$ cat src/source/cart_load_pkg.sv
package cart_load_pkg;

	// loader stream widths
	localparam int LOAD_ADDR_W = 25;
	localparam int LOAD_DATA_W = 16;

	// 128 KiB of byte-wide work ram
	localparam int WRAM_ADDR_W = 17;

	// rom and save-ram address masks
	localparam int MASK_W = 24;

	// size code used when the header carries none
	localparam logic [3:0] DEFAULT_ROM_SIZE = 4'd12;

	// size word of each forced map, behind the 512-byte copier header
	localparam logic [LOAD_ADDR_W-1:0] HDR_LOROM_SIZE_ADDR = 25'h7FD6 + 25'h200;
	localparam logic [LOAD_ADDR_W-1:0] HDR_HIROM_SIZE_ADDR = 25'hFFD6 + 25'h200;
	localparam logic [LOAD_ADDR_W-1:0] HDR_EXHIROM_SIZE_ADDR = 25'h40FFD6 + 25'h200;

	// cycles per fill-address step, and the divider that counts them
	localparam int CLEAR_STEP_DIV = 4;
	localparam int CLEAR_DIV_W = $clog2(CLEAR_STEP_DIV);

	typedef enum logic [2:0] {
		map_auto = 3'd0,
		map_lorom_a = 3'd1,
		map_lorom = 3'd2,
		map_hirom = 3'd3,
		map_exhirom = 3'd4
	} map_override_t;

	typedef enum logic [1:0] {
		std_header = 2'd0,
		std_ntsc = 2'd1,
		std_pal = 2'd2
	} video_std_t;

	typedef enum logic [1:0] {
		fill_checker = 2'd0,
		fill_stripe = 2'd1,
		fill_55 = 2'd2,
		fill_ff = 2'd3
	} fill_pattern_t;

endpackage

$ cat src/source/load_stream_if.sv
`timescale 1ns/10ps

interface load_stream_if;
	import cart_load_pkg::*;

	// high for the whole load
	logic download;
	// one strobe per word, no back-pressure
	logic wr;
	// even byte address
	logic [LOAD_ADDR_W-1:0] addr;
	logic [LOAD_DATA_W-1:0] dout;

	// loader side
	modport source (output download, wr, addr, dout);

	// header detect and clear engine
	modport sink (input download, wr, addr, dout);

endinterface

$ cat src/source/ram_clear_engine.sv
`timescale 1ns/10ps

module ram_clear_engine (
	input logic clk_sys,
	input logic reset,
	load_stream_if.sink load,
	input cart_load_pkg::fill_pattern_t fill_pattern,
	output logic clearing,
	output logic [cart_load_pkg::WRAM_ADDR_W-1:0] fill_addr,
	output logic [7:0] fill_data
);
	import cart_load_pkg::*;

	logic download_q;
	logic download_start;
	logic [CLEAR_DIV_W-1:0] clear_div;

	// rising edge of download
	assign download_start = load.download & ~download_q;

	always_ff @(posedge clk_sys) begin
		if (!reset) begin
			download_q <= 1'b0;
			clear_div <= '0;
			clearing <= 1'b0;
			fill_addr <= '0;
		end else begin
			download_q <= load.download;
			// free-running step divider
			if (clear_div == CLEAR_DIV_W'(CLEAR_STEP_DIV - 1)) begin
				clear_div <= '0;
			end else begin
				clear_div <= clear_div + 1'b1;
			end
			if (download_start) begin
				clearing <= 1'b1;
			end else if (&fill_addr) begin
				clearing <= 1'b0;
			end
			// last address written, park back at zero
			if (!clearing || (&fill_addr)) begin
				fill_addr <= '0;
			end else if (clear_div == '0) begin
				fill_addr <= fill_addr + 1'b1;
			end
		end
	end

	// power-on pattern from the address bits
	always_comb begin
		fill_data = 8'h00;
		case (fill_pattern)
			fill_checker: fill_data = (fill_addr[8] ^ fill_addr[2]) ? 8'h66 : 8'h99;
			fill_stripe: fill_data = (fill_addr[9] ^ fill_addr[0]) ? 8'hFF : 8'h00;
			fill_55: fill_data = 8'h55;
			fill_ff: fill_data = 8'hFF;
		endcase
	end

	// a pattern change mid-clear would leave two fills in the ram
	assert property (@(posedge clk_sys) disable iff (!reset)
		clearing |-> $stable(fill_pattern));

endmodule

$ cat src/flat_wrapper.sv
// flat-port wrapper written by rule: the top's interface ports become plain ports
module ram_clear_engine_flat import cart_load_pkg::*;
  (clk_sys, reset, fill_pattern, clearing, fill_addr, fill_data, load_download, load_wr, load_addr, load_dout);
  load_stream_if load_i ();
  input logic clk_sys;
  input logic reset;
  input cart_load_pkg::fill_pattern_t fill_pattern;
  output logic clearing;
  output logic [cart_load_pkg::WRAM_ADDR_W-1:0] fill_addr;
  output logic [7:0] fill_data;
  input wire logic [$bits(load_i.download)-1:0] load_download;
  input wire logic [$bits(load_i.wr)-1:0] load_wr;
  input wire logic [$bits(load_i.addr)-1:0] load_addr;
  input wire logic [$bits(load_i.dout)-1:0] load_dout;
  assign load_i.download = load_download;
  assign load_i.wr = load_wr;
  assign load_i.addr = load_addr;
  assign load_i.dout = load_dout;
  ram_clear_engine u_core (.clk_sys(clk_sys), .reset(reset), .load(load_i), .fill_pattern(fill_pattern), .clearing(clearing), .fill_addr(fill_addr), .fill_data(fill_data));
endmodule
$ cat config.mk
export PLATFORM = sky130hd
export DESIGN_NAME = ram_clear_engine_flat
export DESIGN_NICKNAME = d
export VERILOG_FILES = /design/src/source/cart_load_pkg.sv /design/src/source/load_stream_if.sv /design/src/source/ram_clear_engine.sv /design/src/flat_wrapper.sv
export SDC_FILE = /design/constraint.sdc
export NUM_CORES = 1
export LEC_CHECK = 0
export ABC_AREA = 1
export BUFFER_PORTS_ARGS = -buffer_cell sky130_fd_sc_hd__buf_2
export CAP_MARGIN = 10
export CORE_ASPECT_RATIO = 0.75
export CORE_MARGIN = 2
export CORE_UTILIZATION = 42
export DETAILED_ROUTE_END_ITERATION = 8
export PLACE_DENSITY = 0.79
export SLEW_MARGIN = 20
export SYNTH_ARGS = -nofsm -noshare
export SYNTH_HDL_FRONTEND = slang
export SYNTH_SLANG_ARGS = --single-unit
export TNS_END_PERCENT = 10
$ cat constraint.sdc
create_clock -name clk_sys -period 1.73 [get_ports clk_sys]
set_input_delay 0.173 -clock clk_sys [delete_from_list [all_inputs] [get_ports clk_sys]]
set_output_delay 0.173 -clock clk_sys [all_outputs]
set_load 0.02 [all_outputs]
==> run_results.csv <==
group,metric,value,unit
clock_tree,clkTransAtPathRegs,0.13,ns
final_layout,fill_cells,260,
grt,met2_usage,26.9,%
final_layout,num_antenna_cells,0,
clock_tree,clk_latency,0.32,ns
critical_path,cpPeakStageDelay,0.36,ns
critical_path,cp_max_fo,6,
placed_design,place.gp.congestion,0.845,
timing,fin_crit_sh,90.5,%
route,drtPass1Iterations,4,
power_and_ir_drop,pwr_density_cell,612,nW/um2
clock_tree,root_buffer,"clkbuf_4",
timing,finalHoldViolations,0,
timing,min_period,1.57,ns
clock_tree,cts_buffers,3,
critical_path,reg2reg_slack,0.19,ns
route,antenna_left,0,
synthesis,synth_top_area_share,36.5,%
floorplanning,core_area,2600,um2
final_layout,area_delta_synth_final,24.6,%
timing,rsz0062_at_grt,"false",
grt,globalRoute.busiestLayer,"met2",
placed_design,port_buffers,30,
floorplanning,rows,16,
grt,grt_first_pass_wirelength,4260,um
route,wire_per_inst,10.3,um
synthesis,synthesis.area,1150,um2
clock_tree,post_cts_buffers,0,
min_path,hp-class,"input port to flip-flop",
critical_path,crit_end,"fill_data[6]",
floorplanning,die-area,3180,um2
critical_path,cpMostUsedCell,"nand3_1",
synthesis,synth_largest_area_cell,"dfxtp_1",
floorplanning,start_util,44.2,%
timing,slew_headroom,81.3,%
critical_path,reg2regPathDepth,8,
grt,use_met1,22.9,%
synthesis,syn_avg_cell_area,7.19,um2
clock_tree,cts_hold_buf,0,
timing,fmax,638,MHz
grt,antenna_found_initial,0,
floorplanning,fp.dieH,49.3,um
timing,tightest_slew,0.280,ns
clock_tree,cts_max_level,1,
final_layout,drive_gt1_share,32.7,%
critical_path,critPathCaptureType,"primary output",
power_and_ir_drop,switchingPower,251,uW
power_and_ir_drop,combPwrFrac,13.8,%
timing,drv_slew,0,
route,vias,1120,
timing,whs,0.0311,ns
critical_path,crit_type,"flip-flop to primary output",
route,wl,2430,um
grt,grt_max_degree,14,
power_and_ir_drop,p_seq_share,56.9,%
grt,grtUsageTotal,16.7,%
synthesis,syn_inst,160,
final_layout,mostFrequentLayoutCells,"nand2_1, buf_2, inv_1",
timing,finalSetupViolations,0,
synthesis,syn_nets,211,
timing,fin_setup_tns,0,ns
grt,grt_overflow,0,
final_layout,layout_commonest_cell,"nand2_1",
power_and_ir_drop,power_frac_clock,29.3,%
critical_path,r2r-start,"u_core.fill_addr[0]",
power_and_ir_drop,p_sw_share,28.5,%
outcome,outcome,"complete, no violations",
placed_design,hpwl,1940,um
critical_path,cp_slowest_cell,"dfxtp_1",
synthesis,synth_area_leaders,"dfxtp_1, nand2_1, inv_1",
route,via_per_inst,4.77,
critical_path,crit_start,"u_core.fill_addr[0]",
grt,gr-usage-met3,4.16,%
critical_path,regToRegEndpoint,"u_core.fill_addr[9]",
critical_path,critPathLaunchType,"flip-flop",
synthesis,yosys_warnings,0,
power_and_ir_drop,cellLeakagePower,0.000714,uW
power_and_ir_drop,irDropWorstVdd,0.384,mV
power_and_ir_drop,p_int,627,uW
route,drcViolationCount,0,
synthesis,ys_types,24,
synthesis,yosysSeqAreaShare,36.5,%
floorplanning,pin_count,73,
clock_tree,clk_path_buf_depth,2,
clock_tree,cts_tree,"done",
timing,skew,0.00968,ns
final_layout,final_nets,251,
critical_path,cp.required,1.56,ns
route,first_iter_violations,30,
critical_path,worstPathCellList,"buf_4 > xor2_1 > nand3_1 > nand3_1 > buf_2",
grt,grt_pass1_vias,995,
critical_path,cp.arrival,1.39,ns
clock_tree,cts_num_sinks,21,
floorplanning,die_x,64.5,um
run,cap_violations,0,
synthesis,ys_ff_latch,21,
## layout make-up
class	instances	area, um2	share of cell area [%]
Timing Repair Buffer	41	233	16.2
Tap cell	36	45.0	3.14
Multi-Input combinational cell	109	611	42.6
Inverter	24	90.1	6.28
Clock inverter	1	7.51	0.524
Clock buffer	3	22.5	1.57
Sequential cell	21	425	29.7
## worst min-delay path by stage
stage                        end  cells after the start  slack (ns)          start
2_1_floorplan  u_core.download_q                      2        0.28  load_download
3_3_place_gp   u_core.download_q                      3        0.37  load_download
3_5_place_dp   u_core.download_q                      3        0.37  load_download
4_1_cts        u_core.download_q                      3        0.03  load_download
5_1_grt        u_core.download_q                      3        0.02  load_download
6_report       u_core.download_q                      3        0.03  load_download
## power groups by stage
stage | clock, uW | combinational, uW | sequential, uW
finish | 257 | 121 | 500
CTS | 264 | 120 | 502
global route | 290 | 136 | 503
global placement | 0 | 117 | 512
floorplan | 0 | 85.4 | 519
detailed placement | 0 | 120 | 512
## per-stage QoR
stage               setup slack [ns]  utilization [%]  instances  power [uW]  instance area, um2
finish                         0.164             55.1        235         878                1430
global route                 0.00756             55.1        235         928                1430
CTS                           0.0757             54.3        235         886                1410
detailed placement             0.113             53.2        231         632                1380
global placement               0.156             53.2        231         629                1380
floorplan                     0.0349                -        160         604                1150
## per-layer routing
layer	part of all wire, %	wire length (um)
met2	43	1050
met3	5.9	144
met4	0.37	9
met5	0	0
met1	50	1230
## state kept, by name (all words and copies together) (netlist names)
| register | count |
|---|---|
| u_core.download_q | 1 |
| u_core.clear_div | 2 |
| u_core.fill_addr | 17 |
| u_core.clearing | 1 |
## worst max-delay path, delay by kind of cell, from the launching register on
kind                   cells  cell delay [ns]
XOR/XNOR                   1             0.19
buffers and inverters      2             0.30
flip-flops                 1             0.36
AND/OR/NAND/NOR            2             0.22
## cells by family (layout without fill, tap and decap cells)
logic type | Yosys count | in the layout | share of synthesized area [%]
compound gates | 19 | 19 | 9.46
flops | 21 | 21 | 36.5
fa+ha+maj | 4 | 4 | 4.35
simple gates | 83 | 83 | 35.7
xor+xnor | 3 | 3 | 2.28
buf+inv | 30 | 69 | 11.7
## cells in the mapped netlist
library cell,count
dfxtp_1,21
o21ai_0,7
ha_1,4
nor2_1,15
o21bai_2,1
nand3b_1,1
nor3_1,6
xnor2_1,1
a21oi_2,1
nor2_8,1
nand2_1,32
nand4_1,3
xor2_1,2
a21oi_1,9
nand3_1,15
nor2_4,2
nand2_4,1
nand2_2,4
nor2_2,1
nor3b_1,1
nor3_2,1
buf_4,6
inv_1,24
o21ai_2,1
## what timing repair did
action	CTS	global route
gates resized for setup	0	9
endpoints found under the hold margin	0	0
endpoints found under the setup margin	0	13
Power figures use the tool's default switching activity.
