### src/source/cart_load_pkg.sv
package cart_load_pkg;

	// loader stream widths
	localparam int LOAD_ADDR_W = 25;
	localparam int LOAD_DATA_W = 16;

	// 128 KiB of byte-wide work ram
	localparam int WRAM_ADDR_W = 17;

	// rom and save-ram address masks
	localparam int MASK_W = 24;

	// size code used when the header carries none
	localparam logic [3:0] DEFAULT_ROM_SIZE = 4'd12;

	// size word of each forced map, behind the 512-byte copier header
	localparam logic [LOAD_ADDR_W-1:0] HDR_LOROM_SIZE_ADDR = 25'h7FD6 + 25'h200;
	localparam logic [LOAD_ADDR_W-1:0] HDR_HIROM_SIZE_ADDR = 25'hFFD6 + 25'h200;
	localparam logic [LOAD_ADDR_W-1:0] HDR_EXHIROM_SIZE_ADDR = 25'h40FFD6 + 25'h200;

	// cycles per fill-address step, and the divider that counts them
	localparam int CLEAR_STEP_DIV = 4;
	localparam int CLEAR_DIV_W = $clog2(CLEAR_STEP_DIV);

	typedef enum logic [2:0] {
		map_auto = 3'd0,
		map_lorom_a = 3'd1,
		map_lorom = 3'd2,
		map_hirom = 3'd3,
		map_exhirom = 3'd4
	} map_override_t;

	typedef enum logic [1:0] {
		std_header = 2'd0,
		std_ntsc = 2'd1,
		std_pal = 2'd2
	} video_std_t;

	typedef enum logic [1:0] {
		fill_checker = 2'd0,
		fill_stripe = 2'd1,
		fill_55 = 2'd2,
		fill_ff = 2'd3
	} fill_pattern_t;

endpackage

### src/source/load_stream_if.sv
`timescale 1ns/10ps

interface load_stream_if;
	import cart_load_pkg::*;

	// high for the whole load
	logic download;
	// one strobe per word, no back-pressure
	logic wr;
	// even byte address
	logic [LOAD_ADDR_W-1:0] addr;
	logic [LOAD_DATA_W-1:0] dout;

	// loader side
	modport source (output download, wr, addr, dout);

	// header detect and clear engine
	modport sink (input download, wr, addr, dout);

endinterface

### src/source/cart_header_detect.sv
`timescale 1ns/10ps

module cart_header_detect (
	input logic clk_sys,
	input logic reset,
	load_stream_if.sink load,
	input cart_load_pkg::map_override_t lhrom_type,
	input cart_load_pkg::video_std_t video_std,
	output logic [7:0] rom_type,
	output logic [cart_load_pkg::MASK_W-1:0] rom_mask,
	output logic [cart_load_pkg::MASK_W-1:0] ram_mask,
	output logic pal
);
	import cart_load_pkg::*;

	logic accept;
	logic [3:0] rom_size;
	logic [3:0] ram_size;
	logic region;
	logic [3:0] rom_size_next;
	logic [3:0] ram_size_next;
	logic [7:0] rom_type_next;
	logic region_next;
	logic has_size_word;
	logic [LOAD_ADDR_W-1:0] size_addr;

	// size code n covers 1 KiB << n
	function automatic logic [MASK_W-1:0] size_to_mask(input logic [3:0] code);
		size_to_mask = (MASK_W'(1024) << code) - MASK_W'(1);
	endfunction

	assign accept = load.download & load.wr;

	// size word position of the forced map
	always_comb begin
		has_size_word = 1'b1;
		size_addr = HDR_LOROM_SIZE_ADDR;
		case (lhrom_type)
			map_lorom: size_addr = HDR_LOROM_SIZE_ADDR;
			map_hirom: size_addr = HDR_HIROM_SIZE_ADDR;
			map_exhirom: size_addr = HDR_EXHIROM_SIZE_ADDR;
			default: has_size_word = 1'b0;
		endcase
	end

	// next header state for the word on the bus
	always_comb begin
		rom_size_next = rom_size;
		ram_size_next = ram_size;
		rom_type_next = rom_type;
		region_next = region;
		if (load.addr == '0) begin
			rom_size_next = DEFAULT_ROM_SIZE;
			ram_size_next = 4'd0;
			// auto map trusts the packed size byte when present
			if (lhrom_type == map_auto && load.dout[7:0] != 8'd0) begin
				{ram_size_next, rom_size_next} = load.dout[7:0];
			end
			case (lhrom_type)
				map_lorom_a, map_lorom: rom_type_next = 8'd0;
				map_hirom: rom_type_next = 8'd1;
				map_exhirom: rom_type_next = 8'd2;
				default: rom_type_next = load.dout[15:8];
			endcase
		end
		if (load.addr == LOAD_ADDR_W'(2)) begin
			region_next = load.dout[8];
		end
		// forced map reads sizes straight from the internal header
		if (has_size_word && load.addr == size_addr) begin
			rom_size_next = load.dout[11:8];
		end
		if (has_size_word && load.addr == size_addr + LOAD_ADDR_W'(2)) begin
			ram_size_next = load.dout[3:0];
		end
	end

	// masks registered alongside the codes, valid the cycle after the word
	always_ff @(posedge clk_sys) begin
		if (!reset) begin
			rom_size <= 4'd0;
			ram_size <= 4'd0;
			region <= 1'b0;
			rom_type <= 8'd0;
			rom_mask <= '0;
			ram_mask <= '0;
			pal <= 1'b0;
		end else begin
			if (accept) begin
				rom_size <= rom_size_next;
				ram_size <= ram_size_next;
				region <= region_next;
				rom_type <= rom_type_next;
				rom_mask <= size_to_mask(rom_size_next);
				ram_mask <= (ram_size_next != 4'd0) ? size_to_mask(ram_size_next) : '0;
			end
			// video standard frozen while loading
			if (!load.download) begin
				case (video_std)
					std_header: pal <= region;
					std_pal: pal <= 1'b1;
					default: pal <= 1'b0;
				endcase
			end
		end
	end

	// a map change mid-load would mix two header layouts
	assert property (@(posedge clk_sys) disable iff (!reset)
		load.download && $past(load.download) |-> $stable(lhrom_type));

endmodule

### src/flat_wrapper.sv
// flat-port wrapper written by rule: the top's interface ports become plain ports
module cart_header_detect_flat import cart_load_pkg::*;
  (clk_sys, reset, lhrom_type, video_std, rom_type, rom_mask, ram_mask, pal, load_download, load_wr, load_addr, load_dout);
  load_stream_if load_i ();
  input logic clk_sys;
  input logic reset;
  input cart_load_pkg::map_override_t lhrom_type;
  input cart_load_pkg::video_std_t video_std;
  output logic [7:0] rom_type;
  output logic [cart_load_pkg::MASK_W-1:0] rom_mask;
  output logic [cart_load_pkg::MASK_W-1:0] ram_mask;
  output logic pal;
  input wire logic [$bits(load_i.download)-1:0] load_download;
  input wire logic [$bits(load_i.wr)-1:0] load_wr;
  input wire logic [$bits(load_i.addr)-1:0] load_addr;
  input wire logic [$bits(load_i.dout)-1:0] load_dout;
  assign load_i.download = load_download;
  assign load_i.wr = load_wr;
  assign load_i.addr = load_addr;
  assign load_i.dout = load_dout;
  cart_header_detect u_core (.clk_sys(clk_sys), .reset(reset), .load(load_i), .lhrom_type(lhrom_type), .video_std(video_std), .rom_type(rom_type), .rom_mask(rom_mask), .ram_mask(ram_mask), .pal(pal));
endmodule
### config.mk
export PLATFORM = sky130hd
export DESIGN_NAME = cart_header_detect_flat
export DESIGN_NICKNAME = d
export VERILOG_FILES = /design/src/source/cart_load_pkg.sv /design/src/source/load_stream_if.sv /design/src/source/cart_header_detect.sv /design/src/flat_wrapper.sv
export SDC_FILE = /design/constraint.sdc
export NUM_CORES = 1
export LEC_CHECK = 0
export BUFFER_PORTS_ARGS = -buffer_cell sky130_fd_sc_hd__buf_2
export CAP_MARGIN = 5
export CORE_MARGIN = 2
export CORE_UTILIZATION = 50
export DETAILED_ROUTE_END_ITERATION = 12
export PLACE_DENSITY = 0.85
export SYNTH_ARGS = -nofsm -noshare
export SYNTH_HDL_FRONTEND = slang
export SYNTH_SLANG_ARGS = --single-unit
### constraint.sdc
create_clock -name clk_sys -period 4.75 [get_ports clk_sys]
set_clock_uncertainty 0.1 [all_clocks]
set_input_delay 0.7125 -clock clk_sys [delete_from_list [all_inputs] [get_ports clk_sys]]
set_output_delay 0.7125 -clock clk_sys [all_outputs]
set_load 0.005 [all_outputs]
==> metrics.txt <==
# TYPE chip_impl_metric gauge
chip_impl_metric{name="period_share",unit="%"} 85.32
chip_impl_metric{name="die_area",unit="um2"} 6523
chip_impl_metric{name="diodes",unit=""} 0
chip_impl_metric{name="placedCellCount",unit=""} 509
chip_impl_metric{name="globalRouteMet3Util",unit="%"} 4.444
chip_impl_metric{name="place_congestion",unit=""} 0.9369
chip_impl_info{name="run_status",value="finished, final reports clean"} 1
chip_impl_metric{name="finalHoldViolations",unit=""} 0
chip_impl_metric{name="place.port_buffers",unit=""} 106
chip_impl_metric{name="drtIter0Drc",unit=""} 244
chip_impl_metric{name="synth.yosys.warnings",unit=""} 0
chip_impl_info{name="crit_path_end_kind",value="flop"} 1
chip_impl_metric{name="instances_no_fill",unit=""} 517
chip_impl_metric{name="relSlewSlack",unit="%"} 35.36
chip_impl_metric{name="area_delta_synth_final",unit="%"} 18.13
chip_impl_info{name="yosys-top-cells-area",value="sky130_fd_sc_hd__dfxtp_1 (33%), sky130_fd_sc_hd__a21oi_1 (5.4%), sky130_fd_sc_hd__nand2_1 (5.2%)"} 1
chip_impl_metric{name="worst-endpoint-arrival",unit="ns"} 4.16
chip_impl_metric{name="worstMarginPinSlew",unit="ns"} 0.9636
chip_impl_metric{name="met2_usage",unit="%"} 45.75
chip_impl_metric{name="cts_resized",unit=""} 0
chip_impl_metric{name="timing_max_transition_violations_final",unit=""} 0
chip_impl_metric{name="cts_setup_buffers",unit=""} 0
chip_impl_metric{name="post_synth_instance_area",unit="um2"} 2947
chip_impl_metric{name="power-per-cell-area",unit="nW/um2"} 248.9
chip_impl_metric{name="ir_drop",unit="mV"} 0.1551
chip_impl_metric{name="synth_area_per_cell",unit="um2"} 8.029
chip_impl_info{name="critical_path_class",value="in -> reg"} 1
chip_impl_metric{name="die_w",unit="um"} 80.77
chip_impl_info{name="cp_common_cell",value="sky130_fd_sc_hd__a21oi_1"} 1
chip_impl_metric{name="post_drt_antenna_nets",unit=""} 0
chip_impl_info{name="clk_root_buffer_cell",value="sky130_fd_sc_hd__clkbuf_8"} 1
chip_impl_metric{name="global_route.usage.met1",unit="%"} 29.16
chip_impl_metric{name="antenna_found_initial",unit=""} 0
chip_impl_metric{name="nNetsFinal",unit=""} 496
chip_impl_info{name="cts_tree",value="built"} 1
chip_impl_metric{name="synth-async-reset-ratio",unit="%"} 0
chip_impl_info{name="netlist.top_cell.by_area",value="sky130_fd_sc_hd__dfxtp_1"} 1
chip_impl_metric{name="synth-seq-area-share",unit="%"} 32.61
chip_impl_metric{name="synth_edf_count",unit=""} 0
chip_impl_metric{name="drv.max_cap_violation_count",unit=""} 0
chip_impl_metric{name="setup_tns",unit="ns"} 0
chip_impl_metric{name="tritoncts.num_buffers",unit=""} 5
chip_impl_metric{name="die_h",unit="um"} 80.77
chip_impl_info{name="grt_most_used_layer",value="met2"} 1
chip_impl_info{name="setup.worst_path.start_class",value="input port"} 1
chip_impl_metric{name="layout-drive-gt1-share",unit="%"} 31.01
chip_impl_metric{name="critPathMaxFanout",unit=""} 13
chip_impl_info{name="synthFlopType",value="sky130_fd_sc_hd__dfxtp_1"} 1
chip_impl_info{name="grt_setup_unrepaired",value="no"} 1
chip_impl_info{name="critical_path.cell_chain",value="buf_2 -> nand4bb_1 -> nor4_2 -> o211ai_1 -> a31oi_1 -> nor3_1 -> nand2_1 -> ha_1 -> a21oi_1 -> a311o_1 -> a21oi_1"} 1
chip_impl_metric{name="hpwlAfterDp",unit="um"} 5704
chip_impl_metric{name="placed_cell_area",unit="um2"} 3359
chip_impl_metric{name="initial_utilization",unit="%"} 52.54
chip_impl_info{name="critical-path-top-delay-family",value="compound AO/OA/AOI/OAI gates"} 1
chip_impl_metric{name="grt_pass1_vias",unit=""} 2938
chip_impl_metric{name="drt_drc_violations_left",unit=""} 0
chip_impl_metric{name="num_vias",unit=""} 3128
chip_impl_metric{name="cts.hold.buffers_added",unit=""} 0
chip_impl_metric{name="critPathBufInv",unit=""} 1
chip_impl_metric{name="clock_sink_count",unit=""} 48
chip_impl_metric{name="io-pin-count",unit=""} 107
chip_impl_metric{name="core-area",unit="um2"} 5608
chip_impl_metric{name="clk_path_buf_depth",unit=""} 2
chip_impl_metric{name="detail_route.vias_per_cell",unit=""} 6.050
chip_impl_metric{name="track_usage",unit="%"} 24.83
chip_impl_metric{name="p_leak",unit="uW"} 0.001412
chip_impl_info{name="kind_of_path_behind_the_tightest_hold_check",value="reg -> reg"} 1
chip_impl_metric{name="grt_pass1_wl",unit="um"} 13100
chip_impl_metric{name="post_synth_num_cell_types",unit=""} 69
chip_impl_metric{name="first_pass_iters",unit=""} 5
chip_impl_metric{name="num_rows",unit=""} 27
chip_impl_metric{name="syn_nets",unit=""} 419
chip_impl_metric{name="routed_wl",unit="um"} 7781
chip_impl_metric{name="wire_per_inst",unit="um"} 15.05
chip_impl_metric{name="finish.instance_area",unit="um2"} 3481
chip_impl_metric{name="critPathRequiredTime",unit="ns"} 4.86
chip_impl_metric{name="ys_ff_latch",unit=""} 48
chip_impl_metric{name="cts.clk_slew.worst_paths",unit="ns"} 0.09
chip_impl_metric{name="synth_top_cell_area_share",unit="%"} 32.61
chip_impl_info{name="timing.critical_path.slowest_stage_cell",value="sky130_fd_sc_hd__a31oi_1"} 1
chip_impl_metric{name="final_period_minus_worst_setup_slack",unit="ns"} 4.053
chip_impl_metric{name="fmaxAchievable",unit="GHz"} 0.2467
chip_impl_metric{name="clock_insertion_delay_worst_skew",unit="ns"} 0.31
chip_impl_metric{name="syn-instance-count",unit=""} 367
chip_impl_metric{name="grt_overflow_total",unit=""} 0
chip_impl_metric{name="power",unit="uW"} 866.6
chip_impl_metric{name="grt_max_degree",unit=""} 36
chip_impl_metric{name="critical-path-max-stage-delay",unit="ns"} 0.68
chip_impl_metric{name="final-setup-viol-count",unit=""} 0
chip_impl_metric{name="clock_tree.htree_level_count",unit=""} 2
==> worst reg2reg max path, cell delays in order (launching register included) <==
cell and delay (ns):
sky130_fd_sc_hd__dfxtp_1 0.34, sky130_fd_sc_hd__o21ai_0 0.11, sky130_fd_sc_hd__a31oi_1 0.69, sky130_fd_sc_hd__nor3_1 0.21, sky130_fd_sc_hd__nand2_1 0.13, sky130_fd_sc_hd__ha_1 0.41, sky130_fd_sc_hd__a21oi_1 0.22, sky130_fd_sc_hd__a311o_1 0.36
sky130_fd_sc_hd__a21oi_1 0.13
==> layer usage <==
metal / vias to the layer above / routed length, um / share of wire (%)
met1: 1441 / 3161 / 41
met3: 12 / 595 / 7.6
li1: 1522 / - / -
met4: 0 / 100 / 1.3
met5: - / 0 / 0
met2: 153 / 3923 / 50
==> flip-flops by register name, indices dropped and copies added, names as in the netlist <==
signal	flops
u_core.ram_size	4
u_core.rom_type	8
u_core.region	1
u_core.rom_size	4
u_core.ram_mask	15
u_core.pal	1
u_core.rom_mask	15
==> placed cells by master, fill, tap and decap left out, drive strengths merged, types with 2 or more instances in the layout <==
cell type	Yosys	layout
o2111a	2	2
nor2	35	35
o311ai	2	2
o2111ai	7	7
o21ai	19	19
clkbuf	13	6
nor3	20	20
clkinv	1	2
nor4	15	15
inv	8	8
ha	2	2
o41ai	2	2
and2	2	2
and3	4	4
nand2	41	41
or2	2	2
a21boi	4	4
a211oi	5	5
a31oi	7	7
dfxtp	48	48
a221oi	2	2
o211ai	2	2
a21oi	32	32
o31a	2	2
nand3	6	6
buf	27	110
a2bb2oi	3	3
nand4bb	3	3
or3	4	4
o31ai	3	3
a311o	3	3
nand3b	6	6
and4	3	3
a211o	2	2
nand4	9	9
a41oi	2	2
a21o	2	2
==> synth_stat cells, drive strengths merged (3+ instances only) <==
cell type	number
a211oi	5
a21boi	4
a21oi	32
a2bb2oi	3
a311o	3
a31oi	7
and3	4
and4	3
buf	27
clkbuf	13
dfxtp	48
inv	8
nand2	41
nand3	6
nand3b	6
nand4	9
nand4bb	3
nor2	35
nor3	20
nor4	15
o2111ai	7
o21ai	19
o31ai	3
or3	4
==> logic make-up (layout without fill, tap and decap cells) <==
family / after synthesis / after routing / share of synthesized area (%)
AOI/OAI and AO/OA: 109 / 109 / 27.18
xor gates and xnor gates: 1 / 1 / 0.2973
adders and majority gates: 3 / 3 / 1.189
buffers and inverters: 49 / 127 / 9.214
DFF: 48 / 48 / 32.61
muxes: 2 / 2 / 0.7219
and+or+nand+nor: 155 / 155 / 28.79
==> power breakdown <==
group / internal, uW / switching (uW) / total (uW)
Clock: 172 / 145 / 318
Sequential: 413 / 7.14 / 421
Combinational: 54.1 / 74.3 / 128
Total: 640 / 227 / 867
==> per-stage QoR <==
| stage | hold slack (ns) | utilization (%) | setup WS, ns |
|---|---|---|---|
| 2_1_floorplan | 0.3325 | - | 1.067 |
| 5_1_grt | 0.3743 | 62.07 | 0.3028 |
| 4_1_cts | 0.3544 | 62.07 | 0.8268 |
| 3_5_place_dp | 0.3428 | 59.91 | 0.5292 |
| 3_3_place_gp | 0.3359 | 59.91 | 0.5982 |
| 6_report | 0.3540 | 62.07 | 0.6971 |
==> area by class of cell <==
class	instances	area [um2]
Fill cell	520	2127
Multi-Input combinational cell	270	1714
Sequential cell	48	960.9
Timing Repair Buffer	110	560.5
Tap cell	72	90.09
Clock buffer	6	82.58
Clock inverter	2	38.79
Inverter	9	33.78
==> path summary, 6_finish.rpt <==
| path | endpoint | cells after the start | startpoint | slack, ns |
|---|---|---|---|---|
| max | u_core.rom_mask[18] | 11 | lhrom_type[2] | 0.70 |
| min | u_core.ram_mask[18] | 2 | u_core.ram_mask[18] | 0.35 |
| max reg2reg | u_core.rom_mask[18] | 8 | u_core.rom_size[1] | 1.94 |
| min reg2reg | u_core.ram_mask[18] | 2 | u_core.ram_mask[18] | 0.35 |
Note: power is estimated with default switching activity, not from simulation.
